===== config.mk =====
export PLATFORM = sky130hd
export DESIGN_NAME = gl_command_core
export DESIGN_NICKNAME = d
export VERILOG_FILES = /design/src/source/gl_pkg.sv /design/src/source/gl_command_core.sv /design/src/source/gl_decode.sv /design/src/source/gl_fetch.sv /design/src/source/gl_state_unit.sv
export VERILOG_INCLUDE_DIRS = /design/src /design/src/source
export SDC_FILE = /design/constraint.sdc
export NUM_CORES = 1
export LEC_CHECK = 0
export BUFFER_PORTS_ARGS = -buffer_cell sky130_fd_sc_hd__buf_2
export CORE_MARGIN = 4
export CORE_UTILIZATION = 52
export CTS_CLUSTER_DIAMETER = 50
export CTS_CLUSTER_SIZE = 10
export DETAILED_ROUTE_END_ITERATION = 12
export PLACE_DENSITY = 0.77
export SLEW_MARGIN = 0
export SYNTH_ARGS = -nofsm -noshare
export SYNTH_HDL_FRONTEND = slang
export SYNTH_SLANG_ARGS = --single-unit
export TNS_END_PERCENT = 1

===== constraint.sdc =====
create_clock -name clk -period 6.7 [get_ports clk]
set_input_delay 0.335 -clock clk [delete_from_list [all_inputs] [get_ports clk]]
set_output_delay 0.335 -clock clk [all_outputs]
set_load 0.05 [all_outputs]

===== src/source/gl_settings.svh =====
`ifndef GL_SETTINGS_SVH
`define GL_SETTINGS_SVH

// Data word width of the command memory
`define GL_WORD_W 32

// Command memory address width in words
`define GL_ADDR_W 10

// Opcode field at the bottom of a command word
`define GL_OP_W 8

// Immediate field between the opcode and the type bit
`define GL_IMM_W 23

// Colour stack entries
`define GL_COLOR_STACK_DEPTH 4

`endif


===== src/source/gl_pkg.sv =====
`include "gl_settings.svh"

package gl_pkg;

    //////////////////////////////
    // Command word layout
    //////////////////////////////
    // Bit 31 is the type bit
    //   set when the immediate is an operand address
    //   clear when the immediate is a literal
    // Bits 30 to 8 hold the immediate
    // Bits 7 to 0 hold the opcode

    // Any code not listed here acts as a NOP
    typedef enum logic [`GL_OP_W-1:0] {
        OP_NOP           = 8'h00,
        OP_VIEWPORT      = 8'h01,
        OP_COLOR         = 8'h02,
        OP_PUSH_COLOR    = 8'h03,
        OP_POP_COLOR     = 8'h04,
        OP_MATRIX_MODE   = 8'h05,
        OP_LOAD_MATRIX   = 8'h06,
        OP_LOAD_IDENTITY = 8'h07,
        OP_MULT_MATRIX   = 8'h08,
        OP_PERSP_DIV     = 8'h09,
        OP_HALT          = 8'h0a
    } gl_opcode_e;

    // Decode FSM states
    typedef enum logic [1:0] {
        DS_RUN     = 2'd0,
        DS_OPERAND = 2'd1,
        DS_HALTED  = 2'd2
    } gl_decode_state_e;

endpackage


===== src/source/gl_command_core.sv =====
`timescale 1ns/1ps

`include "gl_settings.svh"

module gl_command_core
    import gl_pkg::*;
(
    input  logic                  clk,
    input  logic                  rst_n,
    input  logic [`GL_WORD_W-1:0] inst_data,
    input  logic [`GL_WORD_W-1:0] operand_data_0,
    input  logic [`GL_WORD_W-1:0] operand_data_1,
    input  logic [`GL_WORD_W-1:0] operand_data_2,
    input  logic [`GL_WORD_W-1:0] operand_data_3,
    output logic [`GL_ADDR_W-1:0] inst_addr,
    output logic [`GL_ADDR_W-1:0] operand_addr,
    output logic                  halted,
    output logic [`GL_WORD_W-1:0] viewport_min_x,
    output logic [`GL_WORD_W-1:0] viewport_min_y,
    output logic [`GL_WORD_W-1:0] viewport_max_x,
    output logic [`GL_WORD_W-1:0] viewport_max_y,
    output logic [`GL_WORD_W-1:0] color_out,
    output logic                  push_en,
    output logic                  pop_en,
    output logic                  matrix_mode_out,
    output logic                  matrix_load_en,
    output logic                  matrix_load_id_en,
    output logic                  matrix_mul_en,
    output logic                  matrix_mul_type,
    output logic [`GL_ADDR_W-1:0] matrix_addr,
    output logic                  perspective_div_en
);

    // Fetch to decode
    logic                  stall;
    logic [`GL_WORD_W-1:0] inst;
    logic                  inst_valid;

    // Decode to state unit
    logic                  issue;
    gl_opcode_e            op;
    logic [`GL_IMM_W-1:0]  literal;
    logic [`GL_WORD_W-1:0] operand_0;
    logic [`GL_WORD_W-1:0] operand_1;
    logic [`GL_WORD_W-1:0] operand_2;
    logic [`GL_WORD_W-1:0] operand_3;

    gl_fetch u_fetch (
        .clk        (clk),
        .rst_n      (rst_n),
        .stall      (stall),
        .inst_data  (inst_data),
        .inst_addr  (inst_addr),
        .inst       (inst),
        .inst_valid (inst_valid)
    );

    gl_decode u_decode (
        .clk            (clk),
        .rst_n          (rst_n),
        .inst           (inst),
        .inst_valid     (inst_valid),
        .operand_data_0 (operand_data_0),
        .operand_data_1 (operand_data_1),
        .operand_data_2 (operand_data_2),
        .operand_data_3 (operand_data_3),
        .stall          (stall),
        .halted         (halted),
        .operand_addr   (operand_addr),
        .issue          (issue),
        .op             (op),
        .literal        (literal),
        .operand_0      (operand_0),
        .operand_1      (operand_1),
        .operand_2      (operand_2),
        .operand_3      (operand_3)
    );

    gl_state_unit u_state_unit (
        .clk                (clk),
        .rst_n              (rst_n),
        .issue              (issue),
        .op                 (op),
        .literal            (literal),
        .operand_0          (operand_0),
        .operand_1          (operand_1),
        .operand_2          (operand_2),
        .operand_3          (operand_3),
        .operand_addr       (operand_addr),
        .viewport_min_x     (viewport_min_x),
        .viewport_min_y     (viewport_min_y),
        .viewport_max_x     (viewport_max_x),
        .viewport_max_y     (viewport_max_y),
        .color_out          (color_out),
        .push_en            (push_en),
        .pop_en             (pop_en),
        .matrix_mode_out    (matrix_mode_out),
        .matrix_load_en     (matrix_load_en),
        .matrix_load_id_en  (matrix_load_id_en),
        .matrix_mul_en      (matrix_mul_en),
        .matrix_mul_type    (matrix_mul_type),
        .matrix_addr        (matrix_addr),
        .perspective_div_en (perspective_div_en)
    );

endmodule


===== src/source/gl_decode.sv =====
`timescale 1ns/1ps

`include "gl_settings.svh"

module gl_decode
    import gl_pkg::*;
(
    input  logic                  clk,
    input  logic                  rst_n,
    input  logic [`GL_WORD_W-1:0] inst,
    input  logic                  inst_valid,
    input  logic [`GL_WORD_W-1:0] operand_data_0,
    input  logic [`GL_WORD_W-1:0] operand_data_1,
    input  logic [`GL_WORD_W-1:0] operand_data_2,
    input  logic [`GL_WORD_W-1:0] operand_data_3,
    output logic                  stall,
    output logic                  halted,
    output logic [`GL_ADDR_W-1:0] operand_addr,
    output logic                  issue,
    output gl_opcode_e            op,
    output logic [`GL_IMM_W-1:0]  literal,
    output logic [`GL_WORD_W-1:0] operand_0,
    output logic [`GL_WORD_W-1:0] operand_1,
    output logic [`GL_WORD_W-1:0] operand_2,
    output logic [`GL_WORD_W-1:0] operand_3
);

    logic                 inst_type;
    logic [`GL_IMM_W-1:0] imm;
    gl_opcode_e           inst_op;
    gl_decode_state_e     state;
    gl_decode_state_e     state_next;

    //////////////////////////////
    // Field split
    //////////////////////////////
    assign inst_type = inst[`GL_WORD_W-1];
    assign imm       = inst[`GL_WORD_W-2:`GL_OP_W];
    assign inst_op   = gl_opcode_e'(inst[`GL_OP_W-1:0]);

    // inst is held through the stall, so the address stays put
    // until the operand words come back
    assign operand_addr = imm[`GL_ADDR_W-1:0];

    assign op      = inst_op;
    assign literal = imm;

    // Type 0 commands carry the literal in operand word 0
    assign operand_0 = inst_type ? operand_data_0 :
                       {{(`GL_WORD_W-`GL_IMM_W){1'b0}}, imm};
    assign operand_1 = inst_type ? operand_data_1 : '0;
    assign operand_2 = inst_type ? operand_data_2 : '0;
    assign operand_3 = inst_type ? operand_data_3 : '0;

    assign halted = (state == DS_HALTED);

    //////////////////////////////
    // Decode FSM
    //////////////////////////////
    always_comb
    begin
        state_next = state;
        stall      = 1'b0;
        issue      = 1'b0;
        case (state)
            DS_RUN:
            begin
                if (inst_valid)
                begin
                    if (inst_op == OP_HALT)
                    begin
                        stall      = 1'b1;
                        state_next = DS_HALTED;
                    end
                    else if (inst_type)
                    begin
                        // One cycle for the operand read
                        stall      = 1'b1;
                        state_next = DS_OPERAND;
                    end
                    else
                    begin
                        issue = 1'b1;
                    end
                end
            end
            DS_OPERAND:
            begin
                issue      = 1'b1;
                state_next = DS_RUN;
            end
            DS_HALTED:
            begin
                stall = 1'b1;
            end
            default:
            begin
                state_next = DS_RUN;
            end
        endcase
    end

    always_ff @(posedge clk or negedge rst_n)
    begin
        if (!rst_n)
            state <= DS_RUN;
        else
            state <= state_next;
    end

    // Halt is permanent and nothing issues after it
    a_halt_sticky: assert property (@(posedge clk) disable iff (!rst_n)
        halted |=> halted && !issue && stall);

endmodule


===== src/source/gl_fetch.sv =====
`timescale 1ns/1ps

`include "gl_settings.svh"

module gl_fetch (
    input  logic                  clk,
    input  logic                  rst_n,
    input  logic                  stall,
    input  logic [`GL_WORD_W-1:0] inst_data,
    output logic [`GL_ADDR_W-1:0] inst_addr,
    output logic [`GL_WORD_W-1:0] inst,
    output logic                  inst_valid
);

    // Next address to request
    logic [`GL_ADDR_W-1:0] pc;

    // Address whose word is on inst_data this cycle
    logic [`GL_ADDR_W-1:0] data_addr;
    logic                  data_valid;

    // Under stall the memory re-reads the word in flight,
    // so it is still on inst_data once the stall drops
    assign inst_addr = stall ? data_addr : pc;

    //////////////////////////////
    // Program counter
    //////////////////////////////
    always_ff @(posedge clk or negedge rst_n)
    begin
        if (!rst_n)
        begin
            pc         <= '0;
            data_addr  <= '0;
            data_valid <= 1'b0;
        end
        else if (!stall)
        begin
            pc         <= pc + 1'b1;
            data_addr  <= pc;
            data_valid <= 1'b1;
        end
    end

    //////////////////////////////
    // Instruction register
    //////////////////////////////
    always_ff @(posedge clk or negedge rst_n)
    begin
        if (!rst_n)
        begin
            inst       <= '0;
            inst_valid <= 1'b0;
        end
        else if (!stall)
        begin
            inst       <= inst_data;
            inst_valid <= data_valid;
        end
    end

endmodule


===== src/source/gl_state_unit.sv =====
`timescale 1ns/1ps

`include "gl_settings.svh"

module gl_state_unit
    import gl_pkg::*;
(
    input  logic                  clk,
    input  logic                  rst_n,
    input  logic                  issue,
    input  gl_opcode_e            op,
    input  logic [`GL_IMM_W-1:0]  literal,
    input  logic [`GL_WORD_W-1:0] operand_0,
    input  logic [`GL_WORD_W-1:0] operand_1,
    input  logic [`GL_WORD_W-1:0] operand_2,
    input  logic [`GL_WORD_W-1:0] operand_3,
    input  logic [`GL_ADDR_W-1:0] operand_addr,
    output logic [`GL_WORD_W-1:0] viewport_min_x,
    output logic [`GL_WORD_W-1:0] viewport_min_y,
    output logic [`GL_WORD_W-1:0] viewport_max_x,
    output logic [`GL_WORD_W-1:0] viewport_max_y,
    output logic [`GL_WORD_W-1:0] color_out,
    output logic                  push_en,
    output logic                  pop_en,
    output logic                  matrix_mode_out,
    output logic                  matrix_load_en,
    output logic                  matrix_load_id_en,
    output logic                  matrix_mul_en,
    output logic                  matrix_mul_type,
    output logic [`GL_ADDR_W-1:0] matrix_addr,
    output logic                  perspective_div_en
);

    localparam int CNT_W = $clog2(`GL_COLOR_STACK_DEPTH + 1);
    localparam int IDX_W = $clog2(`GL_COLOR_STACK_DEPTH);
    localparam logic [CNT_W-1:0] STACK_FULL = CNT_W'(`GL_COLOR_STACK_DEPTH);

    logic [`GL_WORD_W-1:0] color_stack [`GL_COLOR_STACK_DEPTH];
    logic [CNT_W-1:0]      stack_count;
    logic [CNT_W-1:0]      stack_top;
    logic                  do_push;
    logic                  do_pop;

    assign stack_top = stack_count - 1'b1;

    // Full pushes and empty pops are dropped silently
    assign do_push = issue && (op == OP_PUSH_COLOR) && (stack_count != STACK_FULL);
    assign do_pop  = issue && (op == OP_POP_COLOR) && (stack_count != '0);

    //////////////////////////////
    // Rendering state and strobes
    //////////////////////////////
    always_ff @(posedge clk or negedge rst_n)
    begin
        if (!rst_n)
        begin
            viewport_min_x     <= '0;
            viewport_min_y     <= '0;
            viewport_max_x     <= '0;
            viewport_max_y     <= '0;
            color_out          <= '0;
            stack_count        <= '0;
            push_en            <= 1'b0;
            pop_en             <= 1'b0;
            matrix_mode_out    <= 1'b0;
            matrix_load_en     <= 1'b0;
            matrix_load_id_en  <= 1'b0;
            matrix_mul_en      <= 1'b0;
            matrix_mul_type    <= 1'b0;
            perspective_div_en <= 1'b0;
        end
        else
        begin
            // Strobes last one cycle
            push_en            <= do_push;
            pop_en             <= do_pop;
            matrix_load_en     <= issue && (op == OP_LOAD_MATRIX);
            matrix_load_id_en  <= issue && (op == OP_LOAD_IDENTITY);
            matrix_mul_en      <= issue && (op == OP_MULT_MATRIX);
            perspective_div_en <= issue && (op == OP_PERSP_DIV);

            if (do_push)
                stack_count <= stack_count + 1'b1;
            if (do_pop)
            begin
                stack_count <= stack_top;
                color_out   <= color_stack[stack_top[IDX_W-1:0]];
            end

            if (issue)
            begin
                case (op)
                    OP_VIEWPORT:
                    begin
                        viewport_min_x <= operand_0;
                        viewport_min_y <= operand_1;
                        viewport_max_x <= operand_2;
                        viewport_max_y <= operand_3;
                    end
                    OP_COLOR:       color_out       <= operand_0;
                    OP_MATRIX_MODE: matrix_mode_out <= literal[0];
                    OP_MULT_MATRIX: matrix_mul_type <= literal[0];
                    default:
                    begin
                    end
                endcase
            end
        end
    end

    // Stack entries and matrix address
    always_ff @(posedge clk)
    begin
        if (do_push)
            color_stack[stack_count[IDX_W-1:0]] <= color_out;
        if (issue && (op == OP_LOAD_MATRIX || op == OP_MULT_MATRIX))
            matrix_addr <= operand_addr;
    end

    a_one_strobe: assert property (@(posedge clk) disable iff (!rst_n)
        $onehot0({push_en, pop_en, matrix_load_en, matrix_load_id_en,
                  matrix_mul_en, perspective_div_en}));

    a_stack_bound: assert property (@(posedge clk) disable iff (!rst_n)
        stack_count <= STACK_FULL);

endmodule


Word-level counts from Yosys, hierarchy flattened:

Memories as Yosys holds them, arrays and structs flattened.
Cells that the tools add are included.

* multiplexer cells: 24
* add/subtract/negate cells: 3
* bitwise operators: 1
* reduce and logical (&&, ||, !) cells: 17
* eq/ne operators: 15

Operator list (count)
* two-way mux 32 bit: 7
* == test 8 x 3 -> 1 bit (second input constant): 4
* == test 8 x 4 -> 1 bit (second input constant): 3
* == test 8 x 2 -> 1 bit (second input constant): 2
* adder 10 x 1 -> 10 bit (second input constant): 1
* two-way mux 10 bit: 1
* logical AND 1 bit: 9
* == test 8 x 1 -> 1 bit (second input constant): 1
* two-way mux 1 bit: 8
* two-way mux 2 bit: 3
* two-way mux 3 bit: 2
* AND reduction 2 bit: 3
* case mux 1 bit (2 select lines): 2
* case mux 2 bit (2 select lines): 1
* adder 3 x 1 -> 3 bit (second input constant): 1
* != test 3 x 2 -> 1 bit (second input constant): 1
* != test 3 bit (second input constant): 1
* AND reduction 3 bit: 1
* nonzero test 3 bit: 1
* subtractor 3 x 1 -> 3 bit (second input constant): 1
* == test 2 x 1 -> 1 bit (second input constant): 1
* == test 2 bit (second input constant): 1
* zero test 2 bit: 1
* != test 2 bit (second input constant): 1
* other kinds (3): 3

* bits in registers: 237
* output and inout bits: 199
* memories kept: 1
* RAM bits: 128
* bits of input ports: 162
* word-level logic and storage cells: 82

Memory list
* u_state_unit.color_stack: words 4, bits a word 32, read ports 1, clocked after Yosys merged registers in 0, write ports 1, RTL line gl_state_unit.sv:38 `` logic [`GL_WORD_W-1:0] color_stack [`GL_COLOR_STACK_DEPTH]; ``

Longest topological paths before layout:

* word-level depth: 9
* mapped depth: 9
* mapped depth without buffers: 6

Hierarchy:

From an unflattened synthesis, not the netlist that was laid out.

* cell total of the unflattened synthesis: 980
* area total of the unflattened synthesis: 15817.7 µm²

By module, submodules not included
* gl_state_unit: area an instance 12278.0 µm², cells each 650, instances 1
* gl_fetch: area an instance 2104.5 µm², cells each 132, instances 1
* gl_decode: area an instance 1435.1 µm², cells each 198, instances 1

Worst setup path before layout:

OpenSTA, ideal clock, no wires.

* path type: reg2reg
* from: reg u_state_unit.stack_count[0]
* to: mem u_state_unit.color_stack[3][0] (netlist name) (enable)
* clock period less this slack: 3.082 ns
* stages on the path, launching flop included: 7
* setup slack: 3.618 ns
* setup time: 0.392 ns
* arrival: 2.690 ns
* buffers on the path: 2
* cells stage by stage: dfrtp_1 buf_4 buf_1 inv_1 ha_1 a211oi_2 and2_1

* cells in the longest elaborated chain, start to end: 4

RTL lines
* start: declaration: RTL line gl_state_unit.sv:39 `logic [CNT_W-1:0] stack_count;`
* start signal: assignment: RTL line gl_state_unit.sv:83 `stack_count <= stack_count + 1'b1;`
* start signal: assignment: RTL line gl_state_unit.sv:86 `stack_count <= stack_top;`
* != test 3 bit: RTL line gl_state_unit.sv:47 `assign do_push = issue && (op == OP_PUSH_COLOR) && (stack_count != STACK_FULL);`
* logical AND 1 bit: RTL line gl_state_unit.sv:47
* named net u_state_unit.do_push: RTL line gl_state_unit.sv:41 `logic do_push;`
* two-way mux 1 bit: RTL line gl_state_unit.sv:114 `if (do_push)`
* two-way mux 1 bit (not written as such): RTL line gl_state_unit.sv:115 `color_stack[stack_count[IDX_W-1:0]] <= color_out;`
* end: declaration: RTL line gl_state_unit.sv:38

The timed path passes the listed nets, and every way through them passes these cells.

Worst setup path in the final report:

* from: reg u_fetch.inst[31]
* to: reg u_state_unit.viewport_max_x[19]

* cells in the longest elaborated chain, start to end: 5

RTL lines
* start: declaration: RTL line gl_fetch.sv:11 `` output logic [`GL_WORD_W-1:0] inst, ``
* start signal: assignment: RTL line gl_fetch.sv:57 `inst <= inst_data;`
* two-way mux 1 bit: RTL line gl_decode.sv:75 `else if (inst_type)`
* two-way mux 1 bit: RTL line gl_decode.sv:70 `if (inst_op == OP_HALT)`
* two-way mux 1 bit: RTL line gl_decode.sv:68 `if (inst_valid)`
* case mux 1 bit (2 select lines): RTL line gl_decode.sv:65 `case (state)`
* AND reduction 2 bit (no line)
* end signal: assignment: RTL line gl_state_unit.sv:97 `viewport_max_x <= operand_2;`
* end: declaration: RTL line gl_state_unit.sv:20 `` output logic [`GL_WORD_W-1:0] viewport_max_x, ``

Several ways; a longest one is shown, not always the timed one.
A chain may end at the register's enable or synchronous reset.

==> results.py <==
metrics = {
    "cts": {
        "path_clk_slew_ps": 60,
        "clkLatencyLatePin_ps": 530,
        "cts_resized": 0,
        "clk_path_buf_depth": 3,
        "cts.sinks": 365,
        "root_buffer": "clkbuf_16",
        "cts_setup_buffers": 0,
        "cts_htree_levels": 2,
        "cts_buffers": 44,
        "cts_tree": "yes",
    },
    "logic_synthesis": {
        "synthesis.area_um2": 14400,
        "synthCells": 1060,
        "yosys_warnings": 0,
        "ys_seq_area_frac": 0.6821,
        "synthFlopType": "dfrtp_1",
        "syn-num-nets": 1228,
        "synth_edf_count": 138,
        "ys_ff_latch": 365,
        "syn_avg_cell_area_um2": 13.59,
        "synth_async_sr_flop_share": 0.6219,
        "synth_cell_types": 41,
    },
    "place": {
        "dp_hpwl_um": 23450,
        "gp_routability_congestion": 0.8785,
        "place.port_buffers": 360,
        "place_area_um2": 16410,
    },
    "timing": {
        "drv_slew": 0,
        "max_freq_mhz": 280.1,
        "slew-limit-headroom": 0.2970,
        "worst-slew-pin-transition_ps": 1047,
        "rsz0062_at_grt": "no",
        "final_hold_viol_count": 0,
        "finClkSkew_ps": 21.91,
        "fin_crit_ps": 3570,
        "setup_viol": 0,
        "period_share": 0.5328,
        "finalSetupTns_ps": 0,
    },
    "grt": {
        "grt_max_degree": 107,
        "top_usage_layer": "met2",
        "grt_pass1_vias": 9910,
        "use_met3": 0.05350,
        "overflow": 0,
        "met1_usage": 0.3085,
        "grtUsageMet2": 0.3815,
        "grt_util_all_layers": 0.2336,
        "grt_pass1_wl_um": 56170,
        "antenna_found_initial": 4,
    },
    "setup_path": {
        "crit_path_top_delay_cell": "dfrtp_4",
        "r2r_start": "u_fetch.inst[31]$_DFFE_PN0P_",
        "crit_top_cell": "nand2_1",
        "crit_type": "flop to flop",
        "arrival_ps": 4020,
        "cp_max_fo": 85,
        "start_kind": "flop",
        "critPathTopFamily": "simple AND/OR/NAND/NOR gates",
        "worstSetupStartpoint": "u_fetch.inst[31]$_DFFE_PN0P_",
        "critPathRequiredTime_ps": 7150,
        "crit_path_end_kind": "flop",
        "crit_path_cell_trace": "nor2b_1, o21ai_1, or2_4, buf_4, nand2_1, nand2_1",
        "critical_path_buf_inv_count": 1,
        "crit_path_max_incr_delay_ps": 990,
    },
    "die": {
        "initial_core_util": 0.5314,
        "rows": 60,
        "die_y_um": 174.4,
        "die_w_um": 174.4,
        "coreArea_um2": 27100,
        "io_pins": 361,
        "die_area_um2": 30420,
    },
    "power": {
        "p_switching_mw": 3.662,
        "combPwrFrac": 0.366,
        "p_leak_nw": 7.377,
        "p_per_area_nw_per_um2": 495.0,
        "p_int_mw": 5.112,
        "sequentialPowerShare": 0.388,
        "swShare": 0.4174,
        "clockPowerShare": 0.246,
        "ir_worst_vdd_mv": 0.4383,
        "p_total_mw": 8.774,
    },
    "layout": {
        "final_area_um2": 17720,
        "layout_common_cells": "buf_2 (359), nand2_1 (237), dfrtp_1 (225), edfxtp_1 (138), nand3_1 (119)",
        "antenna_cells": 0,
        "regArea_um2": 9829,
        "nets": 1569,
        "layout-drive-gt1-share": 0.3587,
        "num-fill-cells": 2013,
        "post-route-util": 0.6540,
        "multi_input_area_um2": 4203,
        "layout.cells.most_common": "buf_2",
        "area_delta_synth_final_pct": 23.06,
    },
    "job": {
        "maxCapViolCount": 0,
    },
    "outcome": {
        "outcome": "complete, no violations",
    },
    "worst_hold_path": {
        "hold_path.startpoint": "inst_data[7]",
        "worstHoldPathType": "primary input to flop",
    },
    "route": {
        "drt_iter0_drc": 642,
        "post-route-drc-count": 0,
        "wl_per_cell_um": 19.83,
        "drt_first_pass_iters": 6,
        "vias": 9653,
        "ant_nets": 0,
        "routed_wl_um": 35740,
        "vias_per_cell": 5.357,
    },
}
-- Yosys cell counts, types with 7 or more instances --
| master | number | area [µm²] |
|---|---|---|
| mux4_2 | 32 | 720.7 |
| dfrtp_1 | 227 | 5680 |
| nor2_1 | 14 | 52.55 |
| buf_2 | 24 | 120.1 |
| mux2_2 | 44 | 495.5 |
| buf_4 | 11 | 82.58 |
| clkbuf_1 | 31 | 116.4 |
| mux2i_1 | 79 | 790.8 |
| nand2_1 | 237 | 889.6 |
| nand3_1 | 119 | 595.6 |
| o21ai_0 | 27 | 135.1 |
| buf_1 | 7 | 26.28 |
| o21ai_1 | 8 | 40.04 |
| edfxtp_1 | 138 | 4144 |
-- layer usage --
metal,wire (µm),vias up,share of wire
li1,-,4400,-
met3,2286,93,0.064
met2,17540,305,0.49
met4,1299,8,0.036
met1,14560,4847,0.41
met5,55,-,0.0015
-- repair_timing --
action,4_1_cts,5_1_grt
endpoints found under the hold margin,104,0
hold buffers,1,0
endpoints found under the setup margin,0,0
-- state kept, by name, indices dropped and copies added (netlist names), 10 cells and up --
| signal | flops |
|---|---|
| u_state_unit.viewport_max_x | 32 |
| u_state_unit.color_out | 32 |
| u_fetch.data_addr | 10 |
| u_state_unit.viewport_min_y | 32 |
| u_state_unit.viewport_min_x | 32 |
| u_fetch.inst | 32 |
| u_state_unit.viewport_max_y | 32 |
| u_state_unit.matrix_addr | 10 |
| u_state_unit.color_stack | 128 |
| u_fetch.pc | 10 |
-- final timing paths --
| kind | to | slack (ps) | depth (start not counted) |
|---|---|---|---|
| max | u_state_unit.viewport_max_x[19]$_DFFE_PN0P_ | 3130 | 6 |
| min | u_fetch.inst[7]$_DFFE_PN0P_ | 40 | 2 |
| max reg2reg | u_state_unit.viewport_max_x[19]$_DFFE_PN0P_ | 3130 | 6 |
| min reg2reg | u_state_unit.viewport_max_y[23]$_DFFE_PN0P_ | 460 | 2 |
| max in group asynchronous | u_state_unit.stack_count[0]$_DFFE_PN0P_ | 4810 | 3 |
| min in group asynchronous | u_fetch.inst[24]$_DFFE_PN0P_ | 410 | 2 |
-- power by group through the flow --
stage | clock network, mW | registers, mW | logic [mW]
3_5_place_dp | 0 | 3.44 | 3.24
4_1_cts | 2.20 | 3.41 | 3.25
6_report | 2.16 | 3.40 | 3.21
5_1_grt | 2.31 | 3.49 | 3.40
3_3_place_gp | 0 | 3.41 | 3.19
2_1_floorplan | 0 | 4.54 | 1.27
-- final cells by class --
type / count / area share
sequential: 365 / 0.5546
multi-input combinational: 613 / 0.2371
timing repair buffer: 371 / 0.1070
clock buffer: 73 / 0.07300
tap: 372 / 0.02626
inverter: 6 / 0.001271
clock inverter: 2 / 0.0007060
-- per-stage QoR --
| stage | setup slack [ps] | hold slack, ps | instances |
|---|---|---|---|
| detailed placement | 3074 | 424.6 | 1726 |
| CTS | 3044 | 17.86 | 1802 |
| global route | 2841 | 26.53 | 1802 |
| floorplan | 3618 | 39.41 | 1060 |
| global placement | 3229 | 419.5 | 1726 |
| finish | 3130 | 39.60 | 1802 |
-- logic make-up after synthesis --
family / synth area share
AND/OR/NAND/NOR: 0.1218
flip-flops: 0.6821
multiplexers: 0.1393
buffers and inverters: 0.02789
AO/OA/AOI/OAI: 0.01694
XOR/XNOR: 0.006689
adder cells (fa/ha/maj): 0.005212
No activity file was read; power rests on OpenSTA's default activity.
